==> src/include/ps2_key_consts.svh <==
`ifndef PS2_KEY_CONSTS_SVH
`define PS2_KEY_CONSTS_SVH

// Spacebar make code, set 2
`define SC_SPACE 8'h29
// Prefix that marks the next byte as a key release
`define SC_BREAK 8'hF0

// Start, eight data bits, parity, stop
`define PS2_FRAME_BITS 11

// Scan code buffer between receiver and decoder
`define SCAN_FIFO_DEPTH 4
`define SCAN_FIFO_AW 2

// Flip-flops per PS/2 line before any logic looks at it
`define PS2_SYNC_STAGES 3

`endif

==> src/design/ps2_key_pkg.sv <==
package ps2_key_pkg;

    // One byte as delivered by the keyboard
    typedef logic [7:0] scan_code_t;

    // Bit position inside an 11-bit frame
    // Start bit is 0, stop bit is 10
    typedef logic [3:0] frame_count_t;

    // Receiver FSM states
    typedef enum logic [1:0] {
        // Waiting for a start bit
        rx_idle,
        // Collecting data, parity and stop bits
        rx_shifting,
        // Frame complete, one cycle to report it
        rx_done
    } rx_state_t;

endpackage

==> src/design/ps2_rx.sv <==
`include "ps2_key_consts.svh"

module ps2_rx (
    input  logic                   CLOCK_50,
    input  logic                   reset,
    input  logic                   PS2_CLK,
    input  logic                   PS2_DAT,
    output ps2_key_pkg::scan_code_t scan_code,
    output logic                   scan_valid,
    output logic                   frame_error
);

    import ps2_key_pkg::*;

    // Both lines are asynchronous to CLOCK_50
    logic [`PS2_SYNC_STAGES-1:0] clk_sync;
    logic [`PS2_SYNC_STAGES-1:0] dat_sync;
    // Previous synchronized keyboard clock
    logic clk_last;
    logic fall_edge;
    logic dat_bit;

    rx_state_t    state;
    frame_count_t bit_count;
    // Data bits 7..0, then parity, then stop, after ten shifts
    logic [9:0]   frame_bits;
    logic         parity_ok;
    logic         stop_ok;

    // Lines idle high, so the chains reset to ones
    always_ff @(posedge CLOCK_50 or posedge reset) begin
        if (reset) begin
            clk_sync <= '1;
            dat_sync <= '1;
            clk_last <= 1'b1;
        end else begin
            clk_sync <= {clk_sync[`PS2_SYNC_STAGES-2:0], PS2_CLK};
            dat_sync <= {dat_sync[`PS2_SYNC_STAGES-2:0], PS2_DAT};
            clk_last <= clk_sync[`PS2_SYNC_STAGES-1];
        end
    end

    // Keyboard changes data on rising edge, we sample on falling edge
    assign fall_edge = clk_last & ~clk_sync[`PS2_SYNC_STAGES-1];
    assign dat_bit   = dat_sync[`PS2_SYNC_STAGES-1];

    always_ff @(posedge CLOCK_50 or posedge reset) begin
        if (reset) begin
            state     <= rx_idle;
            bit_count <= '0;
        end else begin
            case (state)
                rx_idle: begin
                    // Start bit must be low, anything else is noise
                    if (fall_edge && !dat_bit) begin
                        state     <= rx_shifting;
                        bit_count <= frame_count_t'(1);
                    end
                end
                rx_shifting: begin
                    if (fall_edge) begin
                        bit_count <= bit_count + frame_count_t'(1);
                        // Stop bit is the last one in the frame
                        if (bit_count == frame_count_t'(`PS2_FRAME_BITS - 1)) begin
                            state <= rx_done;
                        end
                    end
                end
                rx_done: begin
                    // Report lasts exactly one cycle
                    state     <= rx_idle;
                    bit_count <= '0;
                end
                default: begin
                    state <= rx_idle;
                end
            endcase
        end
    end

    // LSB first, so shift in from the top
    always_ff @(posedge CLOCK_50) begin
        if (state == rx_shifting && fall_edge) begin
            frame_bits <= {dat_bit, frame_bits[9:1]};
        end
    end

    // Odd parity over data plus parity bit
    assign parity_ok = ^frame_bits[8:0];
    assign stop_ok   = frame_bits[9];

    assign scan_code   = frame_bits[7:0];
    // Either strobe, never both
    assign scan_valid  = (state == rx_done) && parity_ok && stop_ok;
    assign frame_error = (state == rx_done) && !(parity_ok && stop_ok);

endmodule

==> src/design/scan_fifo.sv <==
`include "ps2_key_consts.svh"

module scan_fifo (
    input  logic                   CLOCK_50,
    input  logic                   reset,
    input  logic                   push,
    input  ps2_key_pkg::scan_code_t push_data,
    input  logic                   pop,
    output ps2_key_pkg::scan_code_t fifo_data,
    output logic                   fifo_empty
);

    import ps2_key_pkg::*;

    // One extra bit so a full buffer is distinct from an empty one
    localparam int unsigned cnt_w = `SCAN_FIFO_AW + 1;

    scan_code_t mem [`SCAN_FIFO_DEPTH];

    logic [`SCAN_FIFO_AW-1:0] wr_ptr;
    logic [`SCAN_FIFO_AW-1:0] rd_ptr;
    logic [cnt_w-1:0]         count;
    logic                     full;
    logic                     do_push;
    logic                     do_pop;

    assign full       = (count == cnt_w'(`SCAN_FIFO_DEPTH));
    assign fifo_empty = (count == '0);

    // Push into a full buffer is dropped
    assign do_push = push && !full;
    assign do_pop  = pop && !fifo_empty;

    // Storage only, pointers say what is valid
    always_ff @(posedge CLOCK_50) begin
        if (do_push) begin
            mem[wr_ptr] <= push_data;
        end
    end

    // Depth is a power of two, pointers wrap by themselves
    always_ff @(posedge CLOCK_50 or posedge reset) begin
        if (reset) begin
            wr_ptr <= '0;
            rd_ptr <= '0;
            count  <= '0;
        end else begin
            if (do_push) begin
                wr_ptr <= wr_ptr + 1'b1;
            end
            if (do_pop) begin
                rd_ptr <= rd_ptr + 1'b1;
            end
            // Simultaneous push and pop leaves the count alone
            if (do_push && !do_pop) begin
                count <= count + 1'b1;
            end else if (do_pop && !do_push) begin
                count <= count - 1'b1;
            end
        end
    end

    // Head entry, valid whenever not empty
    assign fifo_data = mem[rd_ptr];

endmodule

==> src/design/space_key_detector.sv <==
`include "ps2_key_consts.svh"

module space_key_detector (
    input  logic                   CLOCK_50,
    input  logic                   reset,
    input  ps2_key_pkg::scan_code_t fifo_data,
    input  logic                   fifo_empty,
    output logic                   fifo_pop,
    output logic                   space_pressed_pulse,
    output logic                   space_is_down
);

    // Set after F0, cleared by the byte that follows
    logic break_seen;

    // Always ready, take a byte whenever one is there
    assign fifo_pop = !fifo_empty;

    always_ff @(posedge CLOCK_50 or posedge reset) begin
        if (reset) begin
            break_seen          <= 1'b0;
            space_pressed_pulse <= 1'b0;
            space_is_down       <= 1'b0;
        end else begin
            // Pulse is one clock wide
            space_pressed_pulse <= 1'b0;

            if (fifo_pop) begin
                if (fifo_data == `SC_BREAK) begin
                    break_seen <= 1'b1;
                end else if (break_seen) begin
                    // Byte after F0 names the released key
                    break_seen <= 1'b0;
                    if (fifo_data == `SC_SPACE) begin
                        space_is_down <= 1'b0;
                    end
                end else if (fifo_data == `SC_SPACE) begin
                    // Make code, typematic repeats pulse again
                    space_pressed_pulse <= 1'b1;
                    space_is_down       <= 1'b1;
                end
                // Other make codes and E0 prefixes fall through
            end
        end
    end

endmodule

==> src/design/ps2_space_top.sv <==
module ps2_space_top (
    input  logic CLOCK_50,
    input  logic reset,
    input  logic PS2_CLK,
    input  logic PS2_DAT,
    output logic space_pressed_pulse,
    output logic space_is_down,
    output logic frame_error
);

    import ps2_key_pkg::*;

    // Receiver to FIFO
    scan_code_t scan_code;
    logic       scan_valid;

    // FIFO to decoder
    scan_code_t fifo_data;
    logic       fifo_empty;
    logic       fifo_pop;

    // Bad frames go straight out, nothing is pushed for them
    ps2_rx rx_i (
        .CLOCK_50   (CLOCK_50),
        .reset      (reset),
        .PS2_CLK    (PS2_CLK),
        .PS2_DAT    (PS2_DAT),
        .scan_code  (scan_code),
        .scan_valid (scan_valid),
        .frame_error(frame_error)
    );

    scan_fifo fifo_i (
        .CLOCK_50  (CLOCK_50),
        .reset     (reset),
        .push      (scan_valid),
        .push_data (scan_code),
        .pop       (fifo_pop),
        .fifo_data (fifo_data),
        .fifo_empty(fifo_empty)
    );

    space_key_detector det_i (
        .CLOCK_50           (CLOCK_50),
        .reset              (reset),
        .fifo_data          (fifo_data),
        .fifo_empty         (fifo_empty),
        .fifo_pop           (fifo_pop),
        .space_pressed_pulse(space_pressed_pulse),
        .space_is_down      (space_is_down)
    );

endmodule

==> config.mk <==
export PLATFORM = sky130hd
export DESIGN_NAME = ps2_space_top
export DESIGN_NICKNAME = d
export VERILOG_FILES = /design/src/design/ps2_key_pkg.sv /design/src/design/ps2_rx.sv /design/src/design/scan_fifo.sv /design/src/design/space_key_detector.sv /design/src/design/ps2_space_top.sv
export VERILOG_INCLUDE_DIRS = /design/src /design/src/include
export SDC_FILE = /design/constraint.sdc
export NUM_CORES = 1
export LEC_CHECK = 0
export BUFFER_PORTS_ARGS = -buffer_cell sky130_fd_sc_hd__buf_4
export CAP_MARGIN = 40
export CORE_ASPECT_RATIO = 1.1
export CORE_UTILIZATION = 50
export CTS_BUF_LIST = sky130_fd_sc_hd__clkbuf_8
export DETAILED_ROUTE_END_ITERATION = 10
export PLACE_DENSITY = 0.66
export SLEW_MARGIN = 20
export SYNTH_ARGS = -nofsm -noshare
export SYNTH_HDL_FRONTEND = slang
export SYNTH_HIERARCHICAL = 1
export SYNTH_SLANG_ARGS = --single-unit
==> constraint.sdc <==
create_clock -name CLOCK_50 -period 3.5 [get_ports CLOCK_50]
set_clock_uncertainty 0.1 [all_clocks]
set_input_delay 0.525 -clock CLOCK_50 [delete_from_list [all_inputs] [get_ports CLOCK_50]]
set_output_delay 0.525 -clock CLOCK_50 [all_outputs]
set_load 0.02 [all_outputs]
Word level (Yosys, flattened, before mapping)
Memories as Yosys holds them, arrays and structs flattened.
Cells that the tools add are included.
Widths: inputs -> output; s select.
{"block": "word_totals", "output_inout_bits": 3, "register_bits": 33, "word_cells": 72, "n_memories": 1, "mem_bits_rw": 32}
{"name": "fifo_i.mem", "depth": 4, "word_bits": 8, "read_ports": 1, "rd_clocked_by_memory_dff": 0, "wr": 1, "line": "scan_fifo.sv:18", "text": "scan_code_t mem [`SCAN_FIFO_DEPTH];"}
{"block": "classes", "n_reduce_logical": 22, "eq_ne": 9, "n_addsub": 5, "mux": 19, "n_bitwise": 4}
{"operator": "$pmux 4 s3", "count": 1}
{"operator": "$mux 1", "count": 10}
{"operator": "$logic_and 1x1->1", "count": 9}
{"operator": "$reduce_and 3->1", "count": 3}
{"operator": "$reduce_xor 9->1", "count": 1}
{"operator": "$eq 8x6->1 const B", "count": 1}
{"operator": "$eq 8x8->1 const B", "count": 1}
{"operator": "$mux 4", "count": 2}
{"operator": "$mux 2", "count": 3}
{"operator": "$mux 3", "count": 2}
{"operator": "$ne 2x1->1 const B", "count": 3}
{"operator": "$logic_not 1->1", "count": 5}
{"operator": "$add 2x1->2 const B", "count": 2}
{"operator": "$add 4x1->4 const B", "count": 1}
{"operator": "$eq 4x4->1 const B", "count": 1}
{"operator": "$pmux 2 s2", "count": 1}
{"operator": "$add 3x1->3 const B", "count": 1}
{"operator": "$eq 3x3->1 const B", "count": 1}
{"operator": "$logic_not 3->1", "count": 1}
{"operator": "$not 1->1", "count": 3}
{"operator": "$reduce_bool 3->1", "count": 1}
{"operator": "$sub 3x1->3 const B", "count": 1}
{"operator": "$eq 2x1->1 const B", "count": 1}
{"operator": "$eq 2x2->1 const B", "count": 1}
{"operator": "other kinds (3)", "count": 3}

Longest topological paths before layout
{"block": "logic_depth", "ltp_word": 8, "mapped_depth": 11, "mapped_depth_nobuf": 11}

By module
The synthesis kept the hierarchy.
{"module": "scan_fifo", "area_per_inst_um2": 1586.5, "cells_each": 77, "seq_area_each_um2": 1136.1, "n_inst": 1}
{"module": "ps2_rx", "area_per_inst_um2": 1097.3, "cells_each": 80, "seq_area_each_um2": 634.4, "n_inst": 1}
{"module": "space_key_detector", "area_per_inst_um2": 153.9, "cells_each": 16, "seq_area_each_um2": 75.1, "n_inst": 1}

Least setup slack after synthesis
OpenSTA, ideal clock, no wires.
{"block": "synth_timing", "path_kind": "register to register", "startpoint": "register rx_i.frame_bits[2]", "endpoint": "register fifo_i.count[2]", "path_buffers": 0, "synth_period_minus_slack_ns": 2.669, "arrival_ns": 2.490, "t_required_ns": 3.321, "setup_slack_ns": 0.831, "stages_incl_launch_ff": 12, "cell_sequence": "edfxtp_1 > xor2_1 > xnor3_1 > mux2i_1 > and2_1 > a21boi_4 > ha_1 > inv_1 > fa_1 > xor2_1 > nor2_1 > xor2_1"}
{"block": "synth_between", "elab_chain_cells": 7}
{"element": "start, declared", "line": "ps2_rx.sv:26", "text": "logic [9:0] frame_bits;"}
{"element": "start signal, assigned", "line": "ps2_rx.sv:84", "text": "frame_bits <= {dat_bit, frame_bits[9:1]};"}
{"element": "$reduce_xor 9->1 *", "line": "ps2_rx.sv:89", "text": "assign parity_ok = ^frame_bits[8:0];"}
{"element": "$logic_and 1x1->1 * (2 in series)", "line": "ps2_rx.sv:94", "text": "assign scan_valid = (state == rx_done) && parity_ok && stop_ok;"}
{"element": "net scan_valid", "line": "ps2_space_top.sv:15", "text": "logic scan_valid;"}
{"element": "$logic_and 1x1->1 *", "line": "scan_fifo.sv:31", "text": "assign do_push = push && !full;"}
{"element": "net fifo_i.do_push", "line": "scan_fifo.sv:24", "text": "logic do_push;"}
{"element": "$logic_not 1->1", "line": "scan_fifo.sv:57", "text": "end else if (do_pop && !do_push) begin"}
{"element": "$logic_and 1x1->1", "line": "scan_fifo.sv:57"}
{"element": "$reduce_bool 2->1 (no line)"}
{"element": "end signal, assigned", "line": "scan_fifo.sv:56", "text": "count <= count + 1'b1;"}
{"element": "end signal, assigned", "line": "scan_fifo.sv:58", "text": "count <= count - 1'b1;"}
{"element": "end, declared", "line": "scan_fifo.sv:22", "text": "logic [cnt_w-1:0] count;"}
Mark *: on every way through the listed nets, which the timed path passes. The rest lies on a longest branch.
A chain may end at the register's enable or synchronous reset.

Final worst setup path
Same ends and word-level chain as after synthesis.

==> out/qor.yml <==
rows: 28
p_sw_share_pct: 25.7
core_area_um2: 5430
max_cap_violations: 0
final_nets: 196
fmax_mhz: 339
cp_slowest_stage_delay_ns: 0.48
pwr-share-clk_pct: 35.4
synth.largest_area_cell: "edfxtp_1"
dr_total_vias: 1342
port_buffers: 6
cts_tree: "yes"
grt_pass1_wl_um: 6840
syn-cell-area_um2: 2840
crit_arrival_ns: 3.11
ctsLongestPathBuffers: 2
report.final.slew_viol_count: 0
drtIter0Drc: 52
synth_edf_count: 42
critPathLaunchType: "flop"
dr.pass1.iters: 4
drive_gt1_share_pct: 26.5
syn2layout_area_growth_pct: 10.1
power.net_switching_mw: 0.498
criticalPathCategory: "reg2reg"
startpoint: "rx_i/frame_bits[2]$_DFFE_PP_"
holdCritPathClass: "in2reg"
cts_sinks: 65
die_x_um: 73.8
start_util_pct: 52.3
pin_count: 7
avgSynthCellArea_um2: 16.4
wire_per_inst_um: 16.1
seq_area_um2: 1850
reg2reg_from: "rx_i/frame_bits[2]$_DFFE_PP_"
hpwl_um: 2900
syn_nets: 189
setup_viol: 0
maxSlewHeadroom_pct: 60.5
cts_root_buf: "clkbuf_8"
period_share_pct: 84.4
antenna_found_initial: 0
vias_per_cell: 5.16
clk_pin_slew_ns: 0.07
p_leak_nw: 1.23
crit_path_end_kind: "flop"
synth_top_area_share_pct: 44.4
worst_slew_pin_slew_ns: 0.593
yosysMostFrequentCell: "edfxtp_1"
hold_viol: 0
htreeDepth: 3
overflow: 0
async_reset_ff_share_pct: 35.4
dieArea_um2: 5980
syn_inst: 173
share_comb_of_total_power_pct: 15.4
diodes: 0
grtUsageTotal_pct: 16.9
grt_max_degree: 14
min_period_ns: 2.95
synth_flop_cell: "edfxtp_1"
rsz0062_at_grt: "no"
crit_path_cell_trace: "xor2_1 -> xnor3_1 -> mux2i_1 -> and2_1 -> a21boi_4 -> ha_1 -> inv_1 -> fa_1 -> xor2_1 -> nor2_1 -> xor2_1"
synthTopCellsByArea: "edfxtp_1 44%, dfrtp_1 14%, dfstp_2 6.5%"
synth_cell_types: 43
place_ws_ns: 0.566
multi_input_area_um2: 858
path_max_fanout: 7
seq_power_share_pct: 49.2
cpMaxStageDelayCell: "edfxtp_1"
ctsHoldBuffers: 1
p_int_mw: 1.44
ant_nets: 0
max-vdd-ir-drop_v: 0.000364
post-route-drc-count: 0
ys_warn_count: 6
clock_latency_ns: 0.33
critPathRequiredTime_ns: 3.66
layout_setup_ws_ns: 0.548
fp.dieH_um: 81.0
worst_path_most_repeated_cell: "xor2_1"
post_cts_buffers: 0
ys_seq_area_share_pct: 65.0
cts_resized: 0
synth_seq_cells: 65
fillerInstances: 447
gp_congestion: 0.762
wirelength_um: 4180
outcome: "completed"
power_density_nw_per_um2: 620
hold_start: "PS2_DAT"
ys_top_cells_by_count: "42 x edfxtp_1, 16 x dfrtp_1, 14 x inv_1"
grt_pass1_vias: 1412
cts_buffers: 9
tns_ns: 0
-- state kept, by name, indices dropped and copies added (netlist names) --
signal,cells
det_i/break_seen,1
det_i/space_is_down,1
det_i/space_pressed_pulse,1
fifo_i/count,3
fifo_i/mem,32
fifo_i/rd_ptr,2
fifo_i/wr_ptr,2
rx_i/bit_count,4
rx_i/clk_last,1
rx_i/clk_sync,3
rx_i/dat_sync,3
rx_i/frame_bits,10
rx_i/state,2
-- per-stage QoR --
stage	instances	total power [mW]	utilization (%)	hold slack, ns	cell area, um2
2_1_floorplan	173	1.21	-	0.179	2840
5_1_grt	260	2.04	57.5	0.171	3120
6_report	260	1.94	57.5	0.201	3120
3_5_place_dp	243	1.27	53.3	0.247	2900
3_3_place_gp	243	1.25	53.3	0.249	2900
4_1_cts	260	1.96	57.5	0.182	3120
-- placed cells by master (no fill, tap or decap), types with 4 or more instances in the layout --
master    instances
nor2_1            5
xnor2_1           6
inv_1            14
dfstp_2           7
clkbuf_8          9
mux2_2            4
mux4_2            8
and2_1            6
ha_1             11
buf_4             6
dfrtp_1          16
edfxtp_1         42
-- kinds of logic after synthesis --
family | count (synthesis) | share of synthesized area, %
xor gates and xnor gates | 11 | 4.37
and+or+nand+nor | 34 | 7.54
DFF | 65 | 65.0
adders and majority gates | 12 | 5.56
buffers and inverters | 25 | 4.72
AOI/OAI and AO/OA | 10 | 3.26
muxes | 16 | 9.52
-- final cells by class --
class,instances,area share [%]
clock buffers,9,3.97
clock inverters,7,3.00
inverters,14,1.68
multi-input cells,83,27.5
flip-flops and latches,65,59.1
well taps,75,3.00
repair buffers,7,1.76
-- power groups by stage --
stage                     Sequential [mW]  Clock, mW  Combinational (mW)
final                               0.954      0.686               0.299
after detailed placement            0.970          0               0.299
after global routing                0.964      0.738               0.335
after floorplan                     0.943          0               0.270
after global placement              0.965          0               0.285
after CTS                           0.954      0.706               0.300
-- worst max-delay path, delay by kind of cell (launching register included) --
family,cells,cell delay [ns]
adder cells (fa/ha/maj),2,0.60
flip-flops,1,0.48
AO/OA/AOI/OAI,1,0.27
XOR/XNOR,4,0.90
buffers and inverters,1,0.06
multiplexers,1,0.22
AND/OR/NAND/NOR,2,0.27
-- layer usage --
metal | global-route usage [%] | routed length, um
met5 | 0 | 0
met4 | 7.50 | 68
met3 | 6.33 | 120
met2 | 28.6 | 2190
met1 | 19.0 | 1800
-- final timing paths --
kind | to | slack (ns) | cells after the start
setup / recovery | fifo_i/count[2]$_DFFE_PP0P_ | 0.55 | 11
hold / removal | rx_i/dat_sync[0]$_DFF_PP1_ | 0.20 | 1
setup reg to reg | fifo_i/count[2]$_DFFE_PP0P_ | 0.55 | 11
hold reg to reg | rx_i/dat_sync[1]$_DFF_PP1_ | 0.26 | 0
max in group asynchronous | rx_i/dat_sync[1]$_DFF_PP1_ | 2.26 | 3
min in group asynchronous | det_i/break_seen$_DFFE_PP0N_ | 0.55 | 3
Power figures use the tool's default switching activity.
